===== src/include/rv_defs.svh =====
// core widths, reset pc, putch instruction word and a0 register index

`ifndef RV_DEFS_SVH
`define RV_DEFS_SVH

// data and address width
`define RV_XLEN 64

// instruction word width
`define RV_ILEN 32

// architectural registers
`define RV_NREGS 32

// first fetch address after reset
`define RV_RESET_PC 64'h0000_0000_8000_0000

// console instruction, prints low byte of a0
`define RV_PUTCH_INST 32'h0000_007b
`define RV_A0 5'd10

`endif


===== src/rtl/rv_pkg.sv =====
// rv_pkg: word typedefs, decode enums and stage/bus packet structs

`include "rv_defs.svh"

package rv_pkg;

  typedef logic [`RV_XLEN-1:0] xlen_t;
  typedef logic [`RV_ILEN-1:0] inst_t;
  typedef logic [$clog2(`RV_NREGS)-1:0] ridx_t;

  ////////////////////////////////////////////////////////////////////////////
  // decode controls

  typedef enum logic [1:0] {
    alu_add,
    alu_sub,
    alu_pass_b,
    alu_link
  } alu_op_e;

  typedef enum logic [1:0] {
    mem_none,
    mem_load,
    mem_store
  } mem_op_e;

  typedef enum logic [1:0] {
    br_none,
    br_beq,
    br_bne,
    br_jal
  } br_op_e;

  typedef enum logic [1:0] {
    fetch_idle,
    fetch_wait_ack,
    fetch_busy
  } fetch_state_e;

  ////////////////////////////////////////////////////////////////////////////
  // packets between stages

  typedef struct packed {
    xlen_t pc;
    inst_t inst;
  } fetch_pkt_t;

  typedef struct packed {
    xlen_t   pc;
    inst_t   inst;
    xlen_t   op_a;
    xlen_t   op_b;
    xlen_t   imm;
    ridx_t   rd;
    logic    rd_wen;
    alu_op_e alu_op;
    mem_op_e mem_op;
    br_op_e  br_op;
    logic    is_putch;
  } decode_pkt_t;

  // result holds the alu value, the memory address or the load data
  typedef struct packed {
    xlen_t   pc;
    inst_t   inst;
    xlen_t   result;
    xlen_t   store_data;
    ridx_t   rd;
    logic    rd_wen;
    mem_op_e mem_op;
    logic    is_putch;
  } exec_pkt_t;

  typedef struct packed {
    logic  taken;
    xlen_t target;
  } redirect_t;

  // data bus request fields, 64-bit accesses only
  typedef struct packed {
    logic  we;
    xlen_t addr;
    xlen_t wdata;
  } dbus_req_t;

  typedef struct packed {
    xlen_t pc;
    inst_t inst;
    ridx_t rd;
    logic  rd_wen;
    xlen_t rd_wdata;
  } commit_t;

endpackage


===== src/rtl/if_stage.sv =====
// if_stage: pc register, instruction bus request FSM and branch redirect

`include "rv_defs.svh"

module if_stage import rv_pkg::*; (
  input  logic       clk,
  input  logic       i_rst,
  input  logic       i_writebacked_req,
  input  redirect_t  i_redirect,
  output logic       o_ibus_req,
  output xlen_t      o_ibus_addr,
  input  logic       i_ibus_ack,
  input  inst_t      i_ibus_rdata,
  output logic       o_fetched_req,
  output fetch_pkt_t o_fetch
);

  fetch_state_e state;
  xlen_t        pc;
  logic         redir_taken;
  xlen_t        redir_target;
  xlen_t        next_pc;

  assign next_pc     = redir_taken ? redir_target : pc + xlen_t'(4);
  assign o_ibus_req  = (state == fetch_wait_ack);
  assign o_ibus_addr = pc;

  always_ff @(posedge clk) begin
    if (i_rst) begin
      state         <= fetch_idle;
      pc            <= `RV_RESET_PC;
      o_fetched_req <= 1'b0;
      redir_taken   <= 1'b0;
    end else begin
      o_fetched_req <= 1'b0;
      case (state)
        fetch_idle: begin
          state <= fetch_wait_ack;
        end
        fetch_wait_ack: begin
          if (i_ibus_ack) begin
            state         <= fetch_busy;
            o_fetched_req <= 1'b1;
          end
        end
        fetch_busy: begin
          // wait for commit, then fetch again straight away
          if (i_writebacked_req) begin
            state <= fetch_wait_ack;
            pc    <= next_pc;
          end
        end
        default: begin
          state <= fetch_idle;
        end
      endcase
      if (i_writebacked_req) begin
        redir_taken <= 1'b0;
      end else if (i_redirect.taken) begin
        redir_taken <= 1'b1;
      end
    end
  end

  always_ff @(posedge clk) begin
    if (i_redirect.taken) begin
      redir_target <= i_redirect.target;
    end
    if (o_ibus_req && i_ibus_ack) begin
      o_fetch.pc   <= pc;
      o_fetch.inst <= i_ibus_rdata;
    end
  end

endmodule


===== config.mk =====
export PLATFORM = sky130hd
export DESIGN_NAME = if_stage
export DESIGN_NICKNAME = d
export VERILOG_FILES = /design/src/rtl/rv_pkg.sv /design/src/rtl/if_stage.sv
export VERILOG_INCLUDE_DIRS = /design/src /design/src/include
export SDC_FILE = /design/constraint.sdc
export NUM_CORES = 1
export LEC_CHECK = 0
export BUFFER_PORTS_ARGS = -buffer_cell sky130_fd_sc_hd__buf_2
export CORE_ASPECT_RATIO = 1.25
export CORE_MARGIN = 5
export CORE_UTILIZATION = 47
export DETAILED_ROUTE_END_ITERATION = 12
export GPL_TIMING_DRIVEN = 0
export HOLD_SLACK_MARGIN = 0.03
export PLACE_DENSITY = 0.76
export SLEW_MARGIN = 20
export SYNTH_ARGS = -nofsm -noshare
export SYNTH_HDL_FRONTEND = slang
export SYNTH_SLANG_ARGS = --single-unit

===== constraint.sdc =====
create_clock -name clk -period 3.1 [get_ports clk]
set_clock_uncertainty 0.1 [all_clocks]
set_input_delay 0.155 -clock clk [delete_from_list [all_inputs] [get_ports clk]]
set_output_delay 0.155 -clock clk [all_outputs]
set_load 0.05 [all_outputs]

==> results of run 1 <==
[final timing paths]
check,startpoint,end,depth (start not counted)
min,i_redirect[64],redir_target[13]$_DFFE_PP_,1
max,o_ibus_addr[39]$_SDFFE_PP0P_,o_ibus_addr[62]$_SDFFE_PP0P_,6
min reg2reg,o_ibus_addr[0]$_SDFFE_PP0P_,o_fetch[32]$_DFFE_PP_,0
max reg2reg,o_ibus_addr[39]$_SDFFE_PP0P_,o_ibus_addr[62]$_SDFFE_PP0P_,6
[synth_stat cells, types with 5 or more instances]
cell type	n	area (sq um)
nor2_1	39	146
nor4_1	23	144
o21ai_0	16	80.1
mux2i_1	20	200
a21oi_1	36	180
o211ai_1	12	90.1
and3_1	15	93.8
nor3_1	27	135
a22o_1	6	52.6
o221ai_1	9	78.8
a31oi_1	13	81.3
o22ai_1	11	68.8
edfxtp_1	160	4800
or4_1	10	75.1
or3_1	15	93.8
clkbuf_1	37	139
dfxtp_1	68	1360
inv_1	8	30.0
o21a_1	5	37.5
nand4_1	32	200
a22oi_1	38	285
buf_1	9	33.8
nand2_1	59	221
nand3_1	27	135
[what timing repair did]
item,in CTS,in global routing
endpoints found under the hold margin,101,0
hold buffers,99,0
resized for setup,0,4
endpoints found under the setup margin,0,3
[logic make-up (layout without fill, tap and decap cells)]
group,count (synthesis),after routing
compound gates,175,175
fa+ha+maj,1,1
buf+inv,57,461
flops,228,228
mux,22,22
simple gates,273,273
[cells in the final DEF (no fill, tap or decap), types with 6 or more instances in the layout]
cell / Yosys / layout
a21oi_1: 36 / 36
a22o_1: 6 / 6
a22oi_1: 38 / 38
a31oi_1: 13 / 13
and3_1: 15 / 15
buf_1: 9 / 9
buf_2: 1 / 261
clkbuf_1: 37 / 48
clkbuf_16: 0 / 23
dfxtp_1: 68 / 68
dlygate4sd3_1: 0 / 99
edfxtp_1: 160 / 160
inv_1: 8 / 7
mux2i_1: 20 / 20
nand2_1: 59 / 59
nand3_1: 27 / 27
nand4_1: 32 / 32
nor2_1: 39 / 39
nor3_1: 27 / 27
nor4_1: 23 / 18
o211ai_1: 12 / 12
o21ai_0: 16 / 16
o221ai_1: 9 / 9
o22ai_1: 11 / 11
or3_1: 15 / 15
or4_1: 10 / 10
[per-stage QoR]
step / setup slack, ps / total power, mW / std cells / hold slack (ps) / cell area, sq um
after floorplan: 207 / 4.00 / 756 / 134 / 9280
after global placement: -44.2 / 4.24 / 1282 / 232 / 10900
after detailed placement: 179 / 4.25 / 1284 / 233 / 11000
after CTS: 149 / 7.11 / 1425 / 192 / 12700
after global routing: -16.6 / 7.32 / 1425 / 207 / 12700
final: 80.9 / 7.08 / 1425 / 181 / 12700
[routing by layer]
layer	wire, microns	vias up
met4	1190	0
met2	15000	497
met1	11300	3961
met5	0	-
li1	-	3784
met3	2820	83
[state kept, by name, indices dropped and copies added (netlist names)]
name and count:
redir_target 64, o_fetched_req 1, o_fetch 96, redir_taken 1, state 2, o_ibus_addr 64
[power by group]
group | total (mW) | leakage, nW | switching [mW] | internal, mW
clock | 2.78 | 0.351 | 1.14 | 1.64
sequential | 3.52 | 2.09 | 0.0928 | 3.43
combinational | 0.778 | 2.31 | 0.533 | 0.245
[critical path: stages (launching register included)]
cell and delay [ps]:
dfxtp_1 360, clkbuf_1 340, nand4_1 330, nor4_1 850, nand3_1 230, or4_1 560
a31oi_1 180
[layout make-up]
class | instances | area (sq um)
Buffer | 48 | 183
Fill cell | 1460 | 6750
Timing Repair Buffer | 362 | 2340
Clock inverter | 8 | 124
Tap cell | 265 | 332
Multi-Input combinational cell | 471 | 2930
Sequential cell | 228 | 6170
Clock buffer | 34 | 617
Inverter | 9 | 37.5
==> metrics.cfg, run 1 <==
[drt]
vias_per_cell = 5.84
drc = 0
drtAntennaViolNets = 0
wl_per_cell_microns = 21.3
drtPass1Iterations = 5
wl_mm = 30.4
drtIter0Drc = 890
num_vias = 8325

[clock_network]
clkSinkCount = 228
cts_made_buffers = 23
post_cts_buffers = 0
cts-root-buf = clkbuf_16
cts_buffer_depth = 3
clock_latency_ps = 510
cts_tree = built
clk_pin_slew_ps = 60
cts_max_level = 1

[floorplan]
start_util_pct = 47.6
core_area_sq_um = 19500
die_w_microns = 136
ios = 263
row_count = 57
die_y_microns = 167
die_area_sq_um = 22700

[job]
cap_violations = 0

[synth]
synth_nets = 858
synth_area_per_cell_sq_um = 12.3
synth_ff_type = edfxtp_1
synth_top_family_by_area = simple AND/OR/NAND/NOR gates
synth_warnings = 0
ys_seq_elements = 228
yosys-mux-area-fraction_pct = 2.40
synth_compound_area_share_pct = 13.0
syn_inst = 756
async_reset_ff_share_pct = 0
synth_cell_types = 58
synth-simple-area-share_pct = 15.7
syn_area_sq_um = 9280
synthXorXnorAreaFrac_pct = 0
synth-edff-count = 160
synth_fa_ha_area_share_pct = 0.135
synth-seq-area-share_pct = 66.5

[grt]
antenna_found_initial = 0
grt-ovfl-total = 0
grt_max_degree = 66
grt.busiest_layer = met2
use_met3_pct = 3.92
grtUsageTotal_pct = 25.7
grt_pass1_vias = 8221
use_met2_pct = 43.8
grt_pass1_wl_mm = 45.8
grt_util_met1_pct = 32.9

[timing]
fmax_mhz = 331
slew_headroom_pct = 39.3
finalHoldViolations = 0
post-route-min-period_ps = 3020
finalCritPeriodShare_pct = 97.4
drv_slew = 0
finalSetupTns_ps = 0
grt_setup_unrepaired = true
setup_viol = 0
tightest_slew_ps = 902

[placed_design]
dp_hpwl_mm = 20.0
portBuffers = 261
place.gp.congestion = 0.944

[setup_path]
worstPathRequired_ps = 3420
cp_max_fo = 8
r2r_slack_ps = 80
cp_data_arrival_time_ps = 3340
startpoint_type = flop
endpoint_kind = flop
critical_path_class = flop to flop

[layout]
layout-area-overhead-vs-synth_pct = 37.2
diodes = 0
fin_nets = 1245
post-route-util_pct = 65.3
drive_gt1_share_pct = 27.3

[run_status]
status = completed

[hold_path]
hp-class = primary input to flop

[pwr]
p_leak_nw = 4.74
ir_worst_vdd_v = 0.000463
cellPowerDensity_nw_per_um2 = 556

Power figures use the tool's default switching activity.
==> run 2: changes to the inputs <==
--- a/config.mk
+++ b/config.mk
@@ -6,7 +6,7 @@
 export SDC_FILE = /design/constraint.sdc
 export NUM_CORES = 1
 export LEC_CHECK = 0
-export BUFFER_PORTS_ARGS = -buffer_cell sky130_fd_sc_hd__buf_2
+export BUFFER_PORTS_ARGS = -buffer_cell sky130_fd_sc_hd__buf_4
 export CORE_ASPECT_RATIO = 1.25
 export CORE_MARGIN = 5
 export CORE_UTILIZATION = 47
==> run 2 against run 1 <==
Effect of this change:
- clock power down 3%
- cell count about the same
- setup slack improved by 85 ps
- sequential power barely moved
- register-to-register slack gained 80 ps
- combinational power increased by 11%
- die area did not move
- non-clock buffer count did not move
- via count fell by 0.48%
- critical endpoint is now o_ibus_addr[33]$_SDFFE_PP0P_
==> metrics.cfg, run 2 (synthesis gave the netlist of run 1 again) <==
[clock_network]
cts_made_buffers = 23
cts_max_level = 1
clk_pin_slew_ps = 70
clkSinkCount = 228
cts_buffer_depth = 3
cts_tree = built
cts-root-buf = clkbuf_16
clock_latency_ps = 500
post_cts_buffers = 0

[setup_path]
path_depth = 6
cp_max_fo = 9
reg2reg_to = o_ibus_addr[33]$_SDFFE_PP0P_
crit_buf_inv = 1
ff2ff_path_depth = 6
cp_slowest_cell = nor4_1
critPathTopFamily = simple AND/OR/NAND/NOR gates
worstPathRequired_ps = 3350
cp_data_arrival_time_ps = 3180
rr_startpoint = o_ibus_addr[7]$_SDFFE_PP0P_
critical_path_class = flop to flop
startpoint_type = flop
r2r_slack_ps = 170
worstPathCellList = nand2_1, nor4_1, and3_1, clkbuf_1, mux2i_1, o22ai_1
endpoint_kind = flop
critical_path.max_stage_delay_ps = 790

[drt]
drc = 0
wl_mm = 30.6
drtPass1Iterations = 5
drtAntennaViolNets = 0
m1WireLength_mm = 11.4
met2RoutedLength_mm = 15.4
num_vias = 8285
vias_per_cell = 5.82
dr.max_layer_used = met4
drtIter0Drc = 858
wl_met3_mm = 2.72
wl_per_cell_microns = 21.5

[timing]
fmax_mhz = 341
slew_headroom_pct = 41.8
fin_ws_ps = 165
holdWs_ps = 202
grt_setup_unrepaired = false
drv_slew = 0
finalHoldViolations = 0
setup_viol = 0
finalCritPeriodShare_pct = 94.7
post-route-min-period_ps = 2930
tightest_slew_ps = 865

[floorplan]
ios = 263
die_w_microns = 136
die_y_microns = 167
row_count = 57
die_area_sq_um = 22700
start_util_pct = 47.6
core_area_sq_um = 19500

[hold_path]
holdPathStages = 1
hold_path_startpoint = i_redirect[64]
hp-class = primary input to flop
holdPathEnd = redir_target[6]$_DFFE_PP_

[run_status]
status = completed

[layout]
fin_nets = 1245
largest_reg_flops = 96
drive_gt1_share_pct = 27.4
layout_common_cells = buf_4 (261), edfxtp_1 (160), dlygate4sd3_1 (99)
layout-area-overhead-vs-synth_pct = 44.0
diodes = 0
nFillCells = 1411
largest-register = o_fetch
layout_commonest_cell = buf_4

[placed_design]
portBuffers = 261
dp_hpwl_mm = 20.5
dp_slack_ps = 206
place.gp.congestion = 0.946

[pwr]
clkPwrFrac_pct = 38.1
cellPowerDensity_nw_per_um2 = 531
p_leak_nw = 4.90
power_switching_mw = 1.75
sequentialPowerShare_pct = 49.8
swShare_pct = 24.7
internal_power_mw = 5.34
pwr-share-comb_pct = 12.2
ir_worst_vdd_v = 0.000421

[grt]
grt-ovfl-total = 0
grt_pass1_wl_mm = 46.0
antenna_found_initial = 0
grt_pass1_vias = 8173
grtUsageTotal_pct = 25.9
grt_max_degree = 66

[job]
cap_violations = 0

==> run 2: cell types whose count changed in the layout (fill, tap and decap cells not counted), sizes merged <==
cell    delta
clkbuf     -3
clkinv     +4
inv        -1
bufinv     -1
==> run 2: how the worst max path moves through the flow <==
stage	to	startpoint	slack (ps)
after floorplan	o_ibus_addr[54]$_SDFFE_PP0P_	o_ibus_addr[2]$_SDFFE_PP0P_	210
after global placement	o_fetch[29]$_DFFE_PP_	state[1]$_SDFFE_PP0P_	-70
after detailed placement	o_ibus_addr[63]$_SDFFE_PP0P_	o_ibus_addr[39]$_SDFFE_PP0P_	210
after CTS	o_ibus_addr[50]$_SDFFE_PP0P_	o_ibus_addr[7]$_SDFFE_PP0P_	180
after global routing	o_ibus_addr[33]$_SDFFE_PP0P_	o_ibus_addr[4]$_SDFFE_PP0P_	10
final	o_ibus_addr[33]$_SDFFE_PP0P_	o_ibus_addr[7]$_SDFFE_PP0P_	170
==> run 2: area by class of cell <==
class                      instances  area, sq um  share of cell area (%)
sequential                       228         6170                    46.2
tap                              265          332                    2.48
buffer                            48          183                    1.37
inverter                           9         37.5                   0.281
clock inverter                    10          101                   0.759
multi-input combinational        471         2920                    21.9
timing repair buffer             362         2990                    22.4
clock buffer                      31          626                    4.68
==> run 2: power groups by stage <==
| stage | logic (mW) | clock network (mW) | registers [mW] |
|---|---|---|---|
| finish | 0.862 | 2.70 | 3.53 |
| global route | 0.902 | 2.87 | 3.54 |
| CTS | 0.858 | 2.73 | 3.52 |
| detailed placement | 0.753 | 0 | 3.59 |
| global placement | 0.734 | 0 | 3.59 |
| floorplan | 0.151 | 0 | 3.85 |
==> run 2: what timing repair did <==
item,in CTS,in global routing
hold endpoints to repair,101,0
hold buffers,99,0
setup endpoints to repair,0,2
resized for setup,0,2
==> run 2: stage by stage <==
stage	cell area, sq um	util [%]	cells	power (mW)	setup TNS, ps
floorplan	9280	-	756	4.00	0
global placement	11600	59.4	1282	4.32	-6040
detailed placement	11600	59.7	1284	4.34	0
CTS	13300	68.5	1424	7.11	0
global route	13400	68.6	1424	7.31	0
finish	13400	68.6	1424	7.09	0
==> run 2: metal layers <==
| layer | vias to the layer above | track usage [%] |
|---|---|---|
| met3 | 78 | 5.16 |
| met5 | - | 0 |
| li1 | 3765 | - |
| met4 | 0 | 10.0 |
| met1 | 3990 | 32.1 |
| met2 | 452 | 44.4 |
