`src/include/rv_defs.svh`:
```
// core widths, reset pc, putch instruction word and a0 register index

`ifndef RV_DEFS_SVH
`define RV_DEFS_SVH

// data and address width
`define RV_XLEN 64

// instruction word width
`define RV_ILEN 32

// architectural registers
`define RV_NREGS 32

// first fetch address after reset
`define RV_RESET_PC 64'h0000_0000_8000_0000

// console instruction, prints low byte of a0
`define RV_PUTCH_INST 32'h0000_007b
`define RV_A0 5'd10

`endif

```
`src/rtl/rv_pkg.sv`:
```
// rv_pkg: word typedefs, decode enums and stage/bus packet structs

`include "rv_defs.svh"

package rv_pkg;

  typedef logic [`RV_XLEN-1:0] xlen_t;
  typedef logic [`RV_ILEN-1:0] inst_t;
  typedef logic [$clog2(`RV_NREGS)-1:0] ridx_t;

  ////////////////////////////////////////////////////////////////////////////
  // decode controls

  typedef enum logic [1:0] {
    alu_add,
    alu_sub,
    alu_pass_b,
    alu_link
  } alu_op_e;

  typedef enum logic [1:0] {
    mem_none,
    mem_load,
    mem_store
  } mem_op_e;

  typedef enum logic [1:0] {
    br_none,
    br_beq,
    br_bne,
    br_jal
  } br_op_e;

  typedef enum logic [1:0] {
    fetch_idle,
    fetch_wait_ack,
    fetch_busy
  } fetch_state_e;

  ////////////////////////////////////////////////////////////////////////////
  // packets between stages

  typedef struct packed {
    xlen_t pc;
    inst_t inst;
  } fetch_pkt_t;

  typedef struct packed {
    xlen_t   pc;
    inst_t   inst;
    xlen_t   op_a;
    xlen_t   op_b;
    xlen_t   imm;
    ridx_t   rd;
    logic    rd_wen;
    alu_op_e alu_op;
    mem_op_e mem_op;
    br_op_e  br_op;
    logic    is_putch;
  } decode_pkt_t;

  // result holds the alu value, the memory address or the load data
  typedef struct packed {
    xlen_t   pc;
    inst_t   inst;
    xlen_t   result;
    xlen_t   store_data;
    ridx_t   rd;
    logic    rd_wen;
    mem_op_e mem_op;
    logic    is_putch;
  } exec_pkt_t;

  typedef struct packed {
    logic  taken;
    xlen_t target;
  } redirect_t;

  // data bus request fields, 64-bit accesses only
  typedef struct packed {
    logic  we;
    xlen_t addr;
    xlen_t wdata;
  } dbus_req_t;

  typedef struct packed {
    xlen_t pc;
    inst_t inst;
    ridx_t rd;
    logic  rd_wen;
    xlen_t rd_wdata;
  } commit_t;

endpackage

```
`src/rtl/mem_stage.sv`:
```
// mem_stage: data bus requests for ld/sd and load data return

module mem_stage import rv_pkg::*; (
  input  logic      clk,
  input  logic      i_rst,
  input  logic      i_executed_req,
  input  exec_pkt_t i_exec,
  output logic      o_dbus_req,
  output dbus_req_t o_dbus,
  input  logic      i_dbus_ack,
  input  xlen_t     i_dbus_rdata,
  output logic      o_memoryed_req,
  output exec_pkt_t o_mem
);

  logic is_mem;
  logic bus_done;

  assign is_mem   = (i_exec.mem_op != mem_none);
  assign bus_done = o_dbus_req && i_dbus_ack;

  always_ff @(posedge clk) begin
    if (i_rst) begin
      o_dbus_req     <= 1'b0;
      o_memoryed_req <= 1'b0;
    end else begin
      o_memoryed_req <= 1'b0;
      if (i_executed_req) begin
        // non-memory ops go straight through
        if (is_mem) begin
          o_dbus_req <= 1'b1;
        end else begin
          o_memoryed_req <= 1'b1;
        end
      end else if (bus_done) begin
        o_dbus_req     <= 1'b0;
        o_memoryed_req <= 1'b1;
      end
    end
  end

  ////////////////////////////////////////////////////////////////////////////
  // request fields held stable until ack

  always_ff @(posedge clk) begin
    if (i_executed_req) begin
      o_mem        <= i_exec;
      o_dbus.we    <= (i_exec.mem_op == mem_store);
      o_dbus.addr  <= i_exec.result;
      o_dbus.wdata <= i_exec.store_data;
    end else if (bus_done && o_mem.mem_op == mem_load) begin
      o_mem.result <= i_dbus_rdata;
    end
  end

endmodule

```
`config.mk`:
```
export PLATFORM = sky130hd
export DESIGN_NAME = mem_stage
export DESIGN_NICKNAME = d
export VERILOG_FILES = /design/src/rtl/rv_pkg.sv /design/src/rtl/mem_stage.sv
export VERILOG_INCLUDE_DIRS = /design/src /design/src/include
export SDC_FILE = /design/constraint.sdc
export NUM_CORES = 1
export LEC_CHECK = 0
export ABC_AREA = 1
export BUFFER_PORTS_ARGS = -buffer_cell sky130_fd_sc_hd__buf_2
export CORE_AREA = 2 2 262 264
export DETAILED_ROUTE_END_ITERATION = 8
export DIE_AREA = 0 0 264 266
export PLACE_DENSITY = 0.34
export SYNTH_ARGS = -nofsm -noshare
export SYNTH_HDL_FRONTEND = slang
export SYNTH_SLANG_ARGS = --single-unit
```
`constraint.sdc`:
```
create_clock -name clk -period 14.16 [get_ports clk]
set_input_delay 0.708 -clock clk [delete_from_list [all_inputs] [get_ports clk]]
set_output_delay 0.708 -clock clk [all_outputs]
set_load 0.1 [all_outputs]
```
==> results of run 1 <==
## worst min-delay path by stage
stage	startpoint	slack [ps]	end
floorplan	i_exec[109]	810	o_dbus[100]
global placement	o_dbus_req	480	o_dbus_req
detailed placement	o_dbus_req	500	o_dbus_req
CTS	i_exec[64]	290	o_mem[64]
global route	i_exec[64]	300	o_mem[64]
finish	i_exec[64]	340	o_mem[64]
## state kept, by name, summed over array words and instances, names as in the netlist
name	flops
o_memoryed_req	1
o_dbus	65
o_mem	233
o_dbus_req	1
## power groups by stage
stage	Combinational [mW]	Sequential [mW]	Clock, mW
final	0.776	1.08	0.921
after global routing	0.795	1.09	0.994
after CTS	0.783	1.08	0.965
after detailed placement	0.783	1.10	0
after global placement	0.784	1.10	0
after floorplan	0.149	1.59	0
## synthesized netlist by cell type (all sizes together)
library cell    n
o21ai           2
edfxtp        298
inv             4
nand2         196
buf            76
dfxtp           2
clkbuf          2
nor2            6
## kinds of logic after synthesis
| group | after synthesis |
|---|---|
| AND/OR/NAND/NOR | 202 |
| buffers and inverters | 82 |
| AO/OA/AOI/OAI | 2 |
| flip-flops | 300 |
## stage by stage
step / util / area [sq um] / setup WS, ps
2_1_floorplan: - / 10350 / 7895
3_3_place_gp: 0.2105 / 14260 / 10720
3_5_place_dp: 0.2105 / 14260 / 10700
4_1_cts: 0.2279 / 15440 / 11290
5_1_grt: 0.2279 / 15440 / 11080
6_report: 0.2279 / 15440 / 11320
## metal layers
layer	share of wire	up-vias
li1	-	3277
met1	0.34	3379
met2	0.52	382
met3	0.10	63
met4	0.024	16
met5	0.0031	-
## final cells by class
cell class	count	share of cell area
Inverter	4	0.001054
Timing Repair Buffer	669	0.2183
Sequential cell	300	0.5822
Multi-Input combinational cell	204	0.05065
Clock inverter	16	0.008672
Clock buffer	49	0.06759
Tap cell	882	0.07148
## worst register-to-register path, cell delays in order (launching register included)
cell and delay, ps:
sky130_fd_sc_hd__dfxtp_1 350, sky130_fd_sc_hd__nand2_1 130, sky130_fd_sc_hd__o21ai_4 720, sky130_fd_sc_hd__buf_4 690
==> results.ini, run 1 <==
[setup_path]
endpoint=o_mem[169]
required_ps=14310
critical_path.reg2reg.startpoint=o_dbus_req
cp_num_cells=3
worstRegToRegCells=3
path_cells=buf_8, buf_4, buf_4
critical_path.endpoint_type=register
crit_type=input pin to register
critPathMostFrequentCell=sky130_fd_sc_hd__buf_4
cpPeakStageDelay_ps=920
r2r_slack_ps=11860
worst_setup_path_start_kind=input pin
crit_slowest_cell=sky130_fd_sc_hd__buf_4
crit_buf_inv=3
gate_family_responsible_for_the_most_delay_along_the_worst_path=buffers and inverters
timing.rr.end=o_mem[97]
launching_element_of_the_worst_setup_path=i_executed_req
worst-path-max-fanout=84
crit_arrival_ps=2990

[route]
drc_errors=0
drt_wl_total_um=36220
post_drt_via_cell_ratio=3.351
final_antenna_net_count=0
number_of_vias_after_detailed_routing=7117
firstDrtPassIters=4
detailedRoute.firstIterationViolations=320
avgRoutedWirePerCell_um=17.05

[flow_run]
drv.max_cap_violation_count=0

[global_route]
grt_remaining_overflow=0
grt_most_used_layer=met2
grtUsageMet2=0.1752
grt.met3_usage=0.04344
all_layer_gr_usage=0.09642
first_global_vias=7365
global_route.usage.met1=0.09880
grt_max_degree=85
global_route_wire_length_before_repair_um=49470
number_of_antenna_violations_at_the_first_check_in_global_routing=13

[sta]
period_share=0.2006
achievable-frequency_mhz=352.1
slew_viol_final=0
time_the_final_worst_path_needs_with_i_o_delays_and_setup_ps=2840
hold-worst-slack_ps=342.0
rsz0062_at_grt=no
timing.final.setup_violations=0
timing.max_slew.rel_slack=0.2785
tightest_slew_ps=1082
timing.clock.skew_ps=12.07
final-hold-violation-count=0
finalSetupTns_ps=0

[synth]
synth-compound-area-share=0.0009675
syn_area_sq_um=10350
area_share_of_the_largest_cell_type_after_synthesis=0.8649
synthesized_net_count=887
synth_fa_ha_area_frac=0
synthTopCellsByArea=sky130_fd_sc_hd__edfxtp_1 86%, sky130_fd_sc_hd__nand2_1 7.1%, sky130_fd_sc_hd__buf_4 5.2%, sky130_fd_sc_hd__dfxtp_1 0.39%, sky130_fd_sc_hd__buf_2 0.19%
ys_seq_area_frac=0.8688
synth_seq_cells=300
syn_area_per_cell_sq_um=17.66
synth_top_family_by_area=simple AND/OR/NAND/NOR gates
synth_simple_gate_area_share=0.07353
synthXorXnorAreaFrac=0
synthesis.instances=586
synth_area_leader_cell=sky130_fd_sc_hd__edfxtp_1
synthesis.yosys.warnings=0
muxShareOfSynthArea=0
synth.distinct_cells=12

[placement]
routabilityCongestion=0.7779
place_inst=2059
placement.io_buffers=664
dp_hpwl_um=27960

[clock_network]
cts_tree=done
cts_num_sinks=300
clk_latency_ps=530
post_cts_setup_bufs=0
clk_path_buf_depth=3
number_of_h_tree_levels=2
tritoncts.num_buffers=37
clock_root_buffer=sky130_fd_sc_hd__clkbuf_16
post_cts_hold_buffer_count=0
postCtsResizedCells=0
clk_pin_slew_worst_paths_ps=60

[power_and_ir_drop]
power.sequential.fraction=0.389
net_switching_power_mw=1.078
swShare=0.3880
power_report.internal_total_mw=1.700
power.density_cell_area_nw_per_um2=179.9
vdd.ir_drop.worst_mv=0.07788
comb_pwr_share=0.279
power.static_leakage_nw=6.777
fin_total_pwr_mw=2.778
clkPwrFrac=0.332

[finish]
num-nets-final=1517
multiInputGateArea_sq_um=782.0
mostFrequentLayoutCell=sky130_fd_sc_hd__buf_2
fillers=7351
relative_area_change_from_synthesis_to_final_layout_pct=49.22
n_diodes=0
layout.cells.non_filler=2124
fraction_of_layout_cells_with_a_size_suffix_above_1=0.5845
area.sequential_sq_um=8989
most-common-layout-cells=663 x sky130_fd_sc_hd__buf_2, 298 x sky130_fd_sc_hd__edfxtp_1, 196 x sky130_fd_sc_hd__nand2_1

[worst_hold_path]
holdPathStages=1
timing.hold.worst.class=input pin to register

[run_status]
outcome=complete, no violations

[floorplanning]
floorplan.die.height_um=266
die_footprint_sq_um=70220
placeableCoreArea_sq_um=67750
placementRows=96
i_o_pin_total=665
floorplan.initialDensity=0.1527
die_span_x_um=264

Power figures use the tool's default switching activity.
==> inputs of run 2 (changes only) <==
--- a/config.mk
+++ b/config.mk
@@ -6,12 +6,12 @@
 export SDC_FILE = /design/constraint.sdc
 export NUM_CORES = 1
 export LEC_CHECK = 0
-export ABC_AREA = 1
+export ABC_AREA = 0
 export BUFFER_PORTS_ARGS = -buffer_cell sky130_fd_sc_hd__buf_2
-export CORE_AREA = 2 2 262 264
+export CORE_AREA = 2 2 260 262
 export DETAILED_ROUTE_END_ITERATION = 8
-export DIE_AREA = 0 0 264 266
-export PLACE_DENSITY = 0.34
+export DIE_AREA = 0 0 262 264
+export PLACE_DENSITY = 0.36
 export SYNTH_ARGS = -nofsm -noshare
 export SYNTH_HDL_FRONTEND = slang
 export SYNTH_SLANG_ARGS = --single-unit
==> constraint.sdc (replaced) <==
create_clock -name clk -period 2.45 [get_ports clk]
set_input_delay 0.1225 -clock clk [delete_from_list [all_inputs] [get_ports clk]]
set_output_delay 0.1225 -clock clk [all_outputs]
set_load 0.1 [all_outputs]
==> results.ini, run 2 <==
[sta]
time_the_final_worst_path_needs_with_i_o_delays_and_setup_ps=1775
achievable-frequency_mhz=563.3
period_share=0.7245
timing.final.ws_setup_ps=674.9  ; -10650 ps
slew_viol_final=0  ; unchanged
timing.final.setup_violations=0  ; unchanged
rsz0062_at_grt=no
timing.max_slew.rel_slack=0.5991  ; +0.3206
final-hold-violation-count=0  ; unchanged
finalSetupTns_ps=0  ; unchanged
tightest_slew_ps=605.5  ; -476.8 ps
timing.clock.skew_ps=8.365  ; -3.709 ps

[synth]
syn_area_per_cell_sq_um=23.18  ; +31%
synth.distinct_cells=15  ; +3
synthTopCellsByCount=298 x sky130_fd_sc_hd__edfxtp_1, 65 x sky130_fd_sc_hd__buf_4, 35 x sky130_fd_sc_hd__mux2_2, 29 x sky130_fd_sc_hd__mux2_1
synth_enable_flop_cells=298  ; unchanged
syn_area_sq_um=10310  ; -0.31%
synth_async_reset_ratio=0  ; unchanged
area_share_of_the_largest_cell_type_after_synthesis=0.8676  ; +0.002728
ys_seq_area_frac=0.8715  ; +0.002740
synth_seq_cells=300  ; unchanged
synth_area_leader_cell=sky130_fd_sc_hd__edfxtp_1
synthesis.yosys.warnings=0  ; unchanged
synthesis.instances=445  ; -24%
synthesized_net_count=746  ; -16%
commonest_register_cell_after_synthesis=sky130_fd_sc_hd__edfxtp_1
synth.most_common_cell=sky130_fd_sc_hd__edfxtp_1
synthTopCellsByArea=sky130_fd_sc_hd__edfxtp_1 87%, sky130_fd_sc_hd__buf_4 4.7%, sky130_fd_sc_hd__mux2_2 3.8%, sky130_fd_sc_hd__mux2_1 3.2%, sky130_fd_sc_hd__dfxtp_1 0.39%

[power_and_ir_drop]
power.density_cell_area_nw_per_um2=862.8  ; +380%
power_report.internal_total_mw=9.620  ; +470%
swShare=0.3931  ; +0.005169
comb_pwr_share=0.308  ; +0.029
power.static_leakage_nw=7.660  ; +13%
vdd.ir_drop.worst_mv=0.4657  ; +500%
clkPwrFrac=0.298  ; -0.034
power.sequential.fraction=0.394  ; +0.005
net_switching_power_mw=6.232  ; +480%
fin_total_pwr_mw=15.85  ; +470%

[setup_path]
crit_arrival_ps=2180  ; -810 ps
critical_path.reg2reg.startpoint=o_dbus_req
worstRegToRegCells=4  ; +1
worst-path-max-fanout=42  ; -50%
crit_type=input pin to register
r2r_slack_ps=690  ; -11170 ps
timing.rr.end=o_memoryed_req
critical_path.endpoint_type=register
worst_setup_path_start_kind=input pin
required_ps=2860  ; -11450 ps

[clock_network]
clk_pin_slew_worst_paths_ps=60  ; about the same
number_of_h_tree_levels=2  ; unchanged
clk_path_buf_depth=3  ; unchanged
tritoncts.num_buffers=35  ; -5.4%
cts_tree=done
clock_root_buffer=sky130_fd_sc_hd__clkbuf_16
postCtsResizedCells=0  ; unchanged
clk_latency_ps=530  ; about the same
cts_num_sinks=300  ; unchanged

[flow_run]
drv.max_cap_violation_count=0  ; unchanged

[run_status]
outcome=complete, no violations

[route]
firstDrtPassIters=4  ; unchanged
post_drt_via_cell_ratio=3.346  ; -0.15%
final_antenna_net_count=0  ; unchanged
avgRoutedWirePerCell_um=16.05  ; -5.9%
drc_errors=0  ; unchanged
detailedRoute.firstIterationViolations=439  ; +37%
drt_wl_total_um=36750  ; +1.4%
number_of_vias_after_detailed_routing=7658  ; +7.6%

[floorplanning]
die_footprint_sq_um=69170  ; -1.5%
die_span_x_um=262  ; -0.76%
placementRows=95  ; -1.0%
floorplan.die.height_um=264  ; -0.75%
floorplan.initialDensity=0.1549  ; +0.002221
i_o_pin_total=665  ; unchanged
placeableCoreArea_sq_um=66560  ; -1.7%

[global_route]
all_layer_gr_usage=0.09879  ; +0.002377
grt_remaining_overflow=0  ; unchanged
global_route_wire_length_before_repair_um=50840  ; +2.8%
grt_max_degree=56  ; -34%
first_global_vias=8349  ; +13%
number_of_antenna_violations_at_the_first_check_in_global_routing=4  ; -9

[worst_hold_path]
whs_endpoint=o_mem[205]
holdPathStages=1  ; unchanged
holdCritStartpoint=i_executed_req
timing.hold.worst.class=input pin to register

[finish]
mostFrequentLayoutCell=sky130_fd_sc_hd__buf_2
largest_register_ffs=233  ; unchanged
layout.cells.non_filler=2289  ; +7.8%
relative_area_change_from_synthesis_to_final_layout_pct=78.14
num-nets-final=1689  ; +11%
largest-register=o_mem
fraction_of_layout_cells_with_a_size_suffix_above_1=0.5354  ; -0.04918
layout_top_registers=o_mem: 233 flops, o_dbus: 65 flops
most-common-layout-cells=663 x sky130_fd_sc_hd__buf_2, 301 x sky130_fd_sc_hd__dlygate4sd3_1, 298 x sky130_fd_sc_hd__edfxtp_1

[placement]
dp_worst_setup_slack_ps=824.9  ; -9878 ps
dp_hpwl_um=27780  ; -0.63%
placement.io_buffers=664  ; unchanged
place_inst=1923  ; -6.6%
routabilityCongestion=0.7529  ; -3.2%

## run 2: cell types whose count changed after synthesis, sizes merged, moves of 2 or more
| cell | change |
|---|---|
| buf | -5 |
| clkbuf | -2 |
| inv | -2 |
| mux2 | +64 |
| nand2 | -196 |
| nor2 | -5 |
| nor2b | +2 |
| o21ai | -2 |
## run 2: cell families after synthesis
group                  count (synthesis)  share of synthesized area
multiplexers                          64                    0.06988
AND/OR/NAND/NOR                        5                   0.003275
AO/OA/AOI/OAI                          3                   0.002548
buffers and inverters                 73                    0.05277
flip-flops                           300                     0.8715
## run 2: power groups by stage
stage	Sequential (mW)	Clock, mW	Combinational [mW]
after floorplan	9.19	0	0.858
after global routing	6.28	5.14	5.02
final	6.25	4.73	4.88
after detailed placement	6.36	0	4.52
after global placement	6.35	0	4.53
after CTS	6.25	4.95	4.92
## run 2: critical path: stages
cell and delay, ps:
sky130_fd_sc_hd__buf_8 360, sky130_fd_sc_hd__buf_4 330, sky130_fd_sc_hd__nand4bb_1 150, sky130_fd_sc_hd__dlygate4sd3_1 550, sky130_fd_sc_hd__o31ai_1 70, sky130_fd_sc_hd__dlygate4sd3_1 560
## run 2: worst max path at each step
| stage | from | endpoint | depth (start not counted) |
|---|---|---|---|
| floorplan | o_dbus_req | o_mem[100] | 1 |
| global placement | i_executed_req | o_mem[119] | 3 |
| detailed placement | i_executed_req | o_mem[115] | 3 |
| CTS | i_executed_req | o_memoryed_req | 6 |
| global route | i_executed_req | o_memoryed_req | 6 |
| finish | i_executed_req | o_memoryed_req | 6 |
## run 2: repair_timing
action,4_1_cts,5_1_grt
hold buffers,301,0
endpoints found under the hold margin,300,0
setup buffers,0,0
## run 2: stage by stage
step	hold slack (ps)	utilization	area, sq um
6_report	47.89	0.2760	18370
2_1_floorplan	221.4	-	10310
4_1_cts	11.95	0.2759	18370
3_3_place_gp	300.3	0.2155	14340
5_1_grt	34.60	0.2760	18370
3_5_place_dp	300.6	0.2155	14340
## run 2: area by class of cell
cell class,count,area (sq um)
sequential,300,8989
clock inverter,19,101.3
antenna,2,5.005
timing repair buffer,977,6486
inverter,2,7.507
tap,873,1092
multi-input combinational,72,782.0
clock buffer,44,909.6
fill,6888,48190
## run 2: layer usage
layer	wire, um	track usage
met4	947	0.03130
met2	19240	0.1851
met5	0	0
met3	3813	0.03761
met1	12740	0.09932
